File: src/source/xt_glue_pkg.sv
// ----------------------------------------
// XT glue shared definitions
// Bus widths, port addresses, EMS constants
// and the packed types of the glue block
// ----------------------------------------
package xt_glue_pkg;

    localparam int ADDR_W     = 20;
    localparam int DATA_W     = 8;
    localparam int EMS_PAGES  = 4;
    localparam int EMS_PAGE_W = 7;

    // I/O ports, low 16 address bits
    localparam logic [15:0] EMS_PORT_BASE = 16'h0260;
    localparam logic [15:0] LPT_PORT      = 16'h0378;
    localparam logic [15:0] NMI_MASK_BASE = 16'h00A0;

    localparam logic [DATA_W-1:0] LPT_RESET        = 8'hFF;
    localparam logic [DATA_W-1:0] NMI_MASK_RESET   = 8'hFF;
    localparam logic [DATA_W-1:0] EMS_DISABLE_CODE = 8'hFF;

    // Segment tops of the EMS frame
    localparam logic [3:0] EMS_FRAME_A = 4'hA;
    localparam logic [3:0] EMS_FRAME_C = 4'hC;
    localparam logic [3:0] EMS_FRAME_D = 4'hD;

    typedef struct packed {
        logic [ADDR_W-1:0] address;
        logic [DATA_W-1:0] write_data;
        logic              io_read_n;
        logic              io_write_n;
        logic              address_enable_n;
    } bus_cycle_t;

    typedef struct packed {
        logic dma_n;
        logic pic_n;
        logic pit_n;
        logic ppi_n;
        logic dma_page_n;
    } io_select_t;

    typedef struct packed {
        logic                  enable;
        logic [EMS_PAGE_W-1:0] page;
    } ems_map_t;

    // Written byte, seen raw or as no-page flag plus page number
    typedef union packed {
        logic [DATA_W-1:0] raw;
        struct packed {
            logic                  no_page;
            logic [EMS_PAGE_W-1:0] page;
        } fields;
    } ems_write_u;

endpackage

File: src/source/xt_io_decoder.sv
// ----------------------------------------
// XT I/O decoder
// Low-space chip selects and the read and
// write enables of the glue registers
// ----------------------------------------
`timescale 1ns/1ns

module xt_io_decoder (
    input  xt_glue_pkg::bus_cycle_t bus_i,
    input  logic                    tandy_video_i,
    input  logic                    ems_enabled_i,
    output xt_glue_pkg::io_select_t selects_o,
    output logic                    ems_write_o,
    output logic                    ems_read_o,
    output logic [1:0]              ems_index_o,
    output logic                    lpt_write_o,
    output logic                    lpt_read_o,
    output logic                    nmi_write_o,
    output logic                    nmi_read_o
);
    import xt_glue_pkg::*;

    logic io_strobe;
    logic low_space;
    logic ems_match;
    logic lpt_match;
    logic nmi_match;

    assign io_strobe = ~bus_i.io_read_n | ~bus_i.io_write_n;
    assign low_space = ~bus_i.address_enable_n & ~bus_i.address[9] & ~bus_i.address[8]
                       & io_strobe;

    // One 32-byte block per device, upper three blocks unused
    always_comb begin
        selects_o = '1;
        if (low_space) begin
            case (bus_i.address[7:5])
                3'd0:    selects_o.dma_n      = 1'b0;
                3'd1:    selects_o.pic_n      = 1'b0;
                3'd2:    selects_o.pit_n      = 1'b0;
                3'd3:    selects_o.ppi_n      = 1'b0;
                3'd4:    selects_o.dma_page_n = 1'b0;
                default: selects_o            = '1;
            endcase
        end
    end

    assign ems_match = ~bus_i.address_enable_n & ems_enabled_i
                       & (bus_i.address[15:2] == EMS_PORT_BASE[15:2]);
    assign lpt_match = ~bus_i.address_enable_n & (bus_i.address[15:0] == LPT_PORT);
    // A0h to A7h only exists on Tandy
    assign nmi_match = ~bus_i.address_enable_n & tandy_video_i
                       & (bus_i.address[15:3] == NMI_MASK_BASE[15:3]);

    assign ems_write_o = ems_match & ~bus_i.io_write_n;
    assign ems_read_o  = ems_match & ~bus_i.io_read_n;
    assign ems_index_o = bus_i.address[1:0];
    assign lpt_write_o = lpt_match & ~bus_i.io_write_n;
    assign lpt_read_o  = lpt_match & ~bus_i.io_read_n;
    assign nmi_write_o = nmi_match & ~bus_i.io_write_n;
    assign nmi_read_o  = nmi_match & ~bus_i.io_read_n;

endmodule

File: src/source/xt_ems_mapper.sv
// ----------------------------------------
// EMS page mapper
// Four page-map registers at 260h-263h and
// the memory-window hits of the EMS frame
// ----------------------------------------
`timescale 1ns/1ns

module xt_ems_mapper (
    input  logic                                              clock,
    input  logic                                              reset,
    input  logic                                              ems_write_i,
    input  logic                                              ems_read_i,
    input  logic [1:0]                                        ems_index_i,
    input  logic [xt_glue_pkg::DATA_W-1:0]                    write_data_i,
    input  logic [xt_glue_pkg::ADDR_W-1:0]                    address_i,
    input  logic [1:0]                                        ems_frame_i,
    input  logic                                              io_cycle_i,
    output xt_glue_pkg::ems_map_t [xt_glue_pkg::EMS_PAGES-1:0] ems_map_o,
    output logic [xt_glue_pkg::DATA_W-1:0]                    ems_read_data_o,
    output logic [xt_glue_pkg::EMS_PAGES-1:0]                 ems_window_o
);
    import xt_glue_pkg::*;

    ems_write_u                  wr_byte;
    ems_map_t                    wr_entry;
    logic                        wr_update;
    logic                        wr_valid_q;
    logic [1:0]                  wr_index_q;
    ems_map_t                    wr_entry_q;
    ems_map_t [EMS_PAGES-1:0]    map_q;
    logic [3:0]                  frame_top;

    // Decode the written byte; other bytes above 7Fh leave the entry alone
    always_comb begin
        wr_byte  = write_data_i;
        wr_entry = '{enable: 1'b1, page: wr_byte.fields.page};
        if (wr_byte.raw == EMS_DISABLE_CODE) begin
            wr_entry = '{enable: 1'b0, page: '1};
        end
        wr_update = (wr_byte.raw == EMS_DISABLE_CODE) | ~wr_byte.fields.no_page;
    end

    always_ff @(posedge clock, posedge reset) begin
        if (reset) begin
            wr_valid_q <= 1'b0;
        end else begin
            wr_valid_q <= ems_write_i & wr_update;
        end
    end

    always_ff @(posedge clock) begin
        wr_index_q <= ems_index_i;
        wr_entry_q <= wr_entry;
    end

    // Second stage lands the registered entry in the map
    always_ff @(posedge clock, posedge reset) begin
        if (reset) begin
            map_q <= '0;
        end else if (wr_valid_q) begin
            map_q[wr_index_q] <= wr_entry_q;
        end
    end

    assign frame_top = (ems_frame_i == 2'b00) ? EMS_FRAME_A :
                       (ems_frame_i == 2'b01) ? EMS_FRAME_C : EMS_FRAME_D;

    // 16 KB windows at top:00, top:01, top:10, top:11
    always_comb begin
        for (int k = 0; k < EMS_PAGES; k++) begin
            ems_window_o[k] = ~io_cycle_i & map_q[k].enable
                              & (address_i[19:14] == {frame_top, 2'(k)});
        end
    end

    assign ems_map_o       = map_q;
    assign ems_read_data_o = ~ems_read_i                   ? '0 :
                             map_q[ems_index_i].enable     ? {1'b0, map_q[ems_index_i].page} :
                                                             EMS_DISABLE_CODE;

    map_change_needs_write: assert property (
        @(posedge clock) disable iff (reset)
        (map_q != $past(map_q)) |-> $past(wr_valid_q)
    ) else $error("EMS map changed without a registered write");

endmodule

File: src/source/xt_port_registers.sv
// ----------------------------------------
// Port registers
// Parallel-port latch at 378h and the
// Tandy NMI-mask register
// ----------------------------------------
`timescale 1ns/1ns

module xt_port_registers (
    input  logic                           clock,
    input  logic                           reset,
    input  logic                           lpt_write_i,
    input  logic                           nmi_write_i,
    input  logic [xt_glue_pkg::DATA_W-1:0] write_data_i,
    output logic [xt_glue_pkg::DATA_W-1:0] lpt_data_o,
    output logic [xt_glue_pkg::DATA_W-1:0] nmi_mask_o
);
    import xt_glue_pkg::*;

    logic [DATA_W-1:0] lpt_q;
    logic [DATA_W-1:0] nmi_mask_q;

    always_ff @(posedge clock, posedge reset) begin
        if (reset) begin
            lpt_q <= LPT_RESET;
        end else if (lpt_write_i) begin
            lpt_q <= write_data_i;
        end
    end

    // Bit 7 gates NMI, bits 3 to 1 pick the video page on Tandy
    always_ff @(posedge clock, posedge reset) begin
        if (reset) begin
            nmi_mask_q <= NMI_MASK_RESET;
        end else if (nmi_write_i) begin
            nmi_mask_q <= write_data_i;
        end
    end

    assign lpt_data_o = lpt_q;
    assign nmi_mask_o = nmi_mask_q;

endmodule

File: src/source/xt_bus_readback.sv
// ----------------------------------------
// Bus read-back
// Registered priority mux of the glue
// registers onto the outgoing data bus
// ----------------------------------------
`timescale 1ns/1ns

module xt_bus_readback (
    input  logic                           clock,
    input  logic                           reset,
    input  logic                           ems_read_i,
    input  logic                           lpt_read_i,
    input  logic                           nmi_read_i,
    input  logic [xt_glue_pkg::DATA_W-1:0] ems_read_data_i,
    input  logic [xt_glue_pkg::DATA_W-1:0] lpt_data_i,
    input  logic [xt_glue_pkg::DATA_W-1:0] nmi_mask_i,
    output logic [xt_glue_pkg::DATA_W-1:0] data_o,
    output logic                           data_valid_o
);

    // EMS first, then LPT, then NMI mask
    always_ff @(posedge clock, posedge reset) begin
        if (reset) begin
            data_o       <= '0;
            data_valid_o <= 1'b0;
        end else if (ems_read_i) begin
            data_o       <= ems_read_data_i;
            data_valid_o <= 1'b1;
        end else if (lpt_read_i) begin
            data_o       <= lpt_data_i;
            data_valid_o <= 1'b1;
        end else if (nmi_read_i) begin
            data_o       <= nmi_mask_i;
            data_valid_o <= 1'b1;
        end else begin
            // Nothing of ours on the bus
            data_o       <= '0;
            data_valid_o <= 1'b0;
        end
    end

    valid_needs_read: assert property (
        @(posedge clock) disable iff (reset)
        data_valid_o |-> $past(ems_read_i | lpt_read_i | nmi_read_i)
    ) else $error("read-back valid without a read strobe");

endmodule

File: src/source/xt_glue_top.sv
// ----------------------------------------
// XT glue top level
// Connects the I/O decoder to the EMS
// mapper, port registers and read-back
// ----------------------------------------
`timescale 1ns/1ns

module xt_glue_top (
    input  logic                                              clock,
    input  logic                                              reset,
    input  xt_glue_pkg::bus_cycle_t                           bus_i,
    input  logic                                              tandy_video_i,
    input  logic                                              ems_enabled_i,
    input  logic [1:0]                                        ems_frame_i,
    output xt_glue_pkg::io_select_t                           selects_o,
    output xt_glue_pkg::ems_map_t [xt_glue_pkg::EMS_PAGES-1:0] ems_map_o,
    output logic [xt_glue_pkg::EMS_PAGES-1:0]                 ems_window_o,
    output logic [xt_glue_pkg::DATA_W-1:0]                    data_o,
    output logic                                              data_valid_o
);
    import xt_glue_pkg::*;

    logic              ems_write;
    logic              ems_read;
    logic [1:0]        ems_index;
    logic              lpt_write;
    logic              lpt_read;
    logic              nmi_write;
    logic              nmi_read;
    logic              io_cycle;
    logic [DATA_W-1:0] ems_read_data;
    logic [DATA_W-1:0] lpt_data;
    logic [DATA_W-1:0] nmi_mask;

    // Any I/O strobe marks the cycle as I/O rather than memory
    assign io_cycle = ~bus_i.io_read_n | ~bus_i.io_write_n;

    xt_io_decoder u_decoder (
        .bus_i         (bus_i),
        .tandy_video_i (tandy_video_i),
        .ems_enabled_i (ems_enabled_i),
        .selects_o     (selects_o),
        .ems_write_o   (ems_write),
        .ems_read_o    (ems_read),
        .ems_index_o   (ems_index),
        .lpt_write_o   (lpt_write),
        .lpt_read_o    (lpt_read),
        .nmi_write_o   (nmi_write),
        .nmi_read_o    (nmi_read)
    );

    xt_ems_mapper u_ems_mapper (
        .clock           (clock),
        .reset           (reset),
        .ems_write_i     (ems_write),
        .ems_read_i      (ems_read),
        .ems_index_i     (ems_index),
        .write_data_i    (bus_i.write_data),
        .address_i       (bus_i.address),
        .ems_frame_i     (ems_frame_i),
        .io_cycle_i      (io_cycle),
        .ems_map_o       (ems_map_o),
        .ems_read_data_o (ems_read_data),
        .ems_window_o    (ems_window_o)
    );

    xt_port_registers u_port_registers (
        .clock        (clock),
        .reset        (reset),
        .lpt_write_i  (lpt_write),
        .nmi_write_i  (nmi_write),
        .write_data_i (bus_i.write_data),
        .lpt_data_o   (lpt_data),
        .nmi_mask_o   (nmi_mask)
    );

    xt_bus_readback u_readback (
        .clock           (clock),
        .reset           (reset),
        .ems_read_i      (ems_read),
        .lpt_read_i      (lpt_read),
        .nmi_read_i      (nmi_read),
        .ems_read_data_i (ems_read_data),
        .lpt_data_i      (lpt_data),
        .nmi_mask_i      (nmi_mask),
        .data_o          (data_o),
        .data_valid_o    (data_valid_o)
    );

endmodule

File: config.mk
export PLATFORM = sky130hd
export DESIGN_NAME = xt_glue_top
export DESIGN_NICKNAME = d
export VERILOG_FILES = /design/src/source/xt_glue_pkg.sv /design/src/source/xt_io_decoder.sv /design/src/source/xt_ems_mapper.sv /design/src/source/xt_port_registers.sv /design/src/source/xt_bus_readback.sv /design/src/source/xt_glue_top.sv
export SDC_FILE = /design/constraint.sdc
export NUM_CORES = 1
export LEC_CHECK = 0
export BUFFER_PORTS_ARGS = -buffer_cell sky130_fd_sc_hd__buf_2
export CAP_MARGIN = 20
export CORE_MARGIN = 5
export CORE_UTILIZATION = 47
export DETAILED_ROUTE_END_ITERATION = 16
export PLACE_DENSITY = 0.75
export REMOVE_ABC_BUFFERS = 1
export SLEW_MARGIN = 20
export SYNTH_ARGS = -nofsm -noshare
export SYNTH_HDL_FRONTEND = slang
export SYNTH_HIERARCHICAL = 1
export SYNTH_SLANG_ARGS = --single-unit
File: constraint.sdc
create_clock -name clock -period 1.2 [get_ports clock]
set_input_delay 0.18 -clock clock [delete_from_list [all_inputs] [get_ports clock]]
set_output_delay 0.18 -clock clock [all_outputs]
set_load 0.02 [all_outputs]
==> results <==
- The run finished, with violations left.
- The checks that failed: negative setup slack.
- The number of failing hold endpoints at the final stage is 0.
- The count of pins over their slew limit was 0.
- The analysis attributes to cell leakage a power of 2.505 nW.
- For the finished layout, the period the worst path requires is 1.489 ns.
- The floorplan has 30 rows.
- After detailed routing, the number of remaining DRC violations is 0.
- The path class of the tightest hold or removal check is in2reg.
- A synthesized cell averages 13.50 sq um.
- The total number of clock tree sinks is 68.
- The via count of the first global-routing pass is 2777.
- The fraction of layout instances using a drive strength above 1 is 0.6950.
- The number of filler instances in the final layout is 389.
- The number of antenna violations at the first check in global routing came to 0.
- For this run, the share of the core covered by cells in the final layout is 0.7665.
- The first global-routing pass estimated 15220 um of wire.
- The total number of vias is 2686.
- The met2 track demand over resource in global routing is 0.3911.
- Summed over all layers, the routed wires come to 10700 um.
- The share of the yosys chip area belonging to registers is 0.5182.
- The total setup violations reported at the end of the flow is 60.
- At the worst endpoint, the required time is 1.02 ns.
- In the synthesized netlist, the number of instances is 239.
- The clock tree skew after final layout is 0.009794 ns.
- Setup repair after global routing could not meet its margin everywhere.
- The count of cells in the finished layout, fillers not included, comes to 480.
- The last weighted congestion value of the routability-driven placer is 0.7929.
- Timing would allow up to 671.7 MHz.
- The worst hold path begins at bus_i[6].
- After global routing the overflow that remains totals 0.
- The floorplan step defined a die boundary enclosing 8620 sq um.
- For this configuration, the core starts out at a cell density of 0.4801.
- The number of clock buffers inserted by TritonCTS is 9.
- In the synthesized netlist, the cells that appear most often are dfrtp_1 (42), mux2_2 (33), a21oi_1 (18), dfstp_2 (16), mux2_4 (16).
- The fraction of registers with async set/reset is 0.8529.
- The total power density per cell area is 872.6 nW/um^2.
- The share of the clock period used by the worst path after layout is 1.241.
- The detailed router finished its first iteration with 180 violations.
- The critical path start-end classification is in2out.
- CTS built an H-tree with a depth of 3.
- STA classifies the critical path endpoint as a primary output.
- The worst slew margin relative to its limit is 0.6117.
- The largest net degree at the start of global routing is 34.
- The layer flagged by global routing as most heavily used is met2.
- The flip-flop and latch count after synthesis is 68.
- The beginning of the critical path is bus_i[19].
- The maximum fanout along the worst path is 4.
- Once detail routing completed, the nets flagged for antenna violations numbered 0.
- The most used flip-flop cell after synthesis is dfrtp_1.
- The synthesized netlist occupies a cell area of 3226 sq um.
- The number of warning messages in the yosys log is 6.
- From bottom edge to top edge, the die measures 92.85 um.
- Setup total negative slack on the finished layout was measured at -7.114 ns.
- The total routing resource utilization after global routing is 0.2318.
- The kind of start point of the critical path is an input pin.
- The clock latency at the later pin of the worst-skew pair is 0.35 ns.
- The critical path arrival is 1.31 ns.
- Yosys instantiated no cell more often than dfrtp_1.
- The number of iterations in the first detailed-routing pass is 4.
- The worst IR drop on VDD is 0.0008224 V.
- The total of buffers placed on input and output ports is 86.
- The cell taking the most area after synthesis is dfrtp_1.
- The register area is 1678 sq um.
- The root buffer cell is clkbuf_8.
- The number of top-level pins is 87.
- The area used by multi-input combinational logic is 1699 sq um.
- Dividing the detail-routed wire length by the instance count gives 22.29 um.
- For the pin with the worst max-slew slack, the measured transition is 0.5818 ns.
- Yosys mapped a number of flops with a built-in enable equal to 0.
- In the post-synthesis netlist, the biggest area contributors are dfrtp_1 (33%), dfstp_2 (13%), mux2_2 (12%).
- Once routing completed, OpenROAD measured the worst setup slack at -0.2887 ns.
- The worst-case clock buffer depth is 2.
- Using the TritonRoute via totals, the vias-per-cell ratio works out to 5.596.
- The number of cells after detailed placement is 447.
- The clock tree from TritonCTS is done.
- The final HPWL from detailed placement is 6102 um.
- Of the post-synthesis cell area, the dominant cell type holds 0.3258.
- The worst register-to-register path begins at u_ems_mapper/ems_map_o[15].
- The net count of the finished layout is 432.
- The met1 track demand over resource is 0.2901.
- The region available for standard cell placement spans 6719 sq um.
- At the placement stage, the worst setup path has a slack of -0.5704 ns.
- The global routing met3 resource utilization is 0.05443.
- The number of maximum-capacitance constraint violations is 0.
- The growth of design area from synthesis to finish is 59.66%.
- The final antenna diode count is 0.
- The count of unique library cells instantiated by Yosys is 39.
- The floorplan step set the die width to 92.85 um.
- The clock slew at the register clock pins of the worst setup and hold paths is 0.07 ns.
-- through the flow --
stage	hold slack (ns)	area (sq um)	power, mW
final	0.01749	5150	4.494
after global routing	-0.004025	5150	4.648
after CTS	0.0001081	4806	4.451
after detailed placement	0.1827	4113	2.617
after global placement	0.1688	4113	2.608
after floorplan	0.007918	3109	2.433
-- placed cells by master (no fill, tap or decap), types with 2 or more instances in the layout --
| master | instances |
|---|---|
| nand3b_4 | 2 |
| and2_1 | 2 |
| clkinv_2 | 3 |
| mux4_2 | 7 |
| dfrtp_1 | 41 |
| and4_1 | 2 |
| dfxtp_1 | 8 |
| mux2i_1 | 2 |
| o21a_1 | 8 |
| buf_6 | 84 |
| nand3b_1 | 10 |
| inv_1 | 4 |
| nand2_2 | 2 |
| a21oi_1 | 16 |
| nor2_1 | 3 |
| a211oi_2 | 2 |
| clkbuf_1 | 2 |
| dfstp_2 | 16 |
| a21oi_2 | 2 |
| nor2b_1 | 8 |
| nor3_4 | 3 |
| buf_2 | 37 |
| nand2_4 | 3 |
| nand3_2 | 4 |
| mux2_2 | 9 |
| buf_4 | 33 |
| nand3_4 | 2 |
| mux2_4 | 40 |
| nor4_2 | 3 |
| nor3_2 | 2 |
| nand2_1 | 3 |
| nor4b_2 | 2 |
| clkbuf_8 | 9 |
| dlygate4sd3_1 | 6 |
-- metal layers --
| metal | wire length (um) | vias up |
|---|---|---|
| met5 | 0 | - |
| met4 | 226 | 0 |
| met3 | 462 | 18 |
| met2 | 5701 | 102 |
| met1 | 4307 | 1383 |
| li1 | - | 1183 |
-- layout make-up --
type                    instances  share of cell area
multi-input cells             150              0.3299
flip-flops and latches         68              0.3258
repair buffers                162              0.2862
clock buffers                  11             0.02551
well taps                      80             0.01944
clock inverters                 5             0.01020
inverters                       4            0.002915
-- state kept, by name (all words and copies together) (netlist names) --
name                         count
u_ems_mapper/ems_map_o          32
u_port_registers/nmi_mask_o      8
u_port_registers/lpt_data_o      8
u_ems_mapper/wr_valid_q          1
u_readback/data_valid_o          1
u_readback/data_o                8
u_ems_mapper/wr_entry_q          8
u_ems_mapper/wr_index_q          2
-- logic make-up (layout without fill, tap and decap cells) --
kind of cell    after synthesis  count (layout)  share of synthesized area
buf+inv                      21             182                    0.04073
mux                          58              58                     0.2529
simple gates                 62              62                     0.1323
compound gates               30              30                    0.05586
flops                        68              68                     0.5182
-- power breakdown --
| group | internal (mW) | switching, mW |
|---|---|---|
| logic | 0.161 | 0.188 |
| registers | 2.31 | 0.0252 |
| clock network | 0.950 | 0.864 |
| total | 3.42 | 1.08 |
-- what timing repair did --
action / in CTS / in global routing
setup endpoints to repair: 86 / 90
hold buffers: 4 / 2
pin swaps: 9 / 6
buffers inserted: 2 / 18
resized for setup: 136 / 69
hold endpoints to repair: 45 / 2
-- critical path: stages --
cell,delay (ns)
buf_8,0.10
buf_6,0.10
buf_6,0.10
a211o_4,0.28
nor3_4,0.12
buf_6,0.14
nand3b_1,0.12
buf_6,0.16
-- worst paths after layout --
check	endpoint	cells after the start	slack (ns)
max	selects_o[3]	8	-0.29
min	u_ems_mapper/wr_entry_q[3]	1	0.02
max reg2reg	u_readback/data_o[5]	6	-0.21
min reg2reg	u_readback/data_o[6]	2	0.54
max in group asynchronous	u_ems_mapper/wr_valid_q	4	0.35
min in group asynchronous	u_readback/data_o[4]	3	0.36
Power figures use the tool's default switching activity.
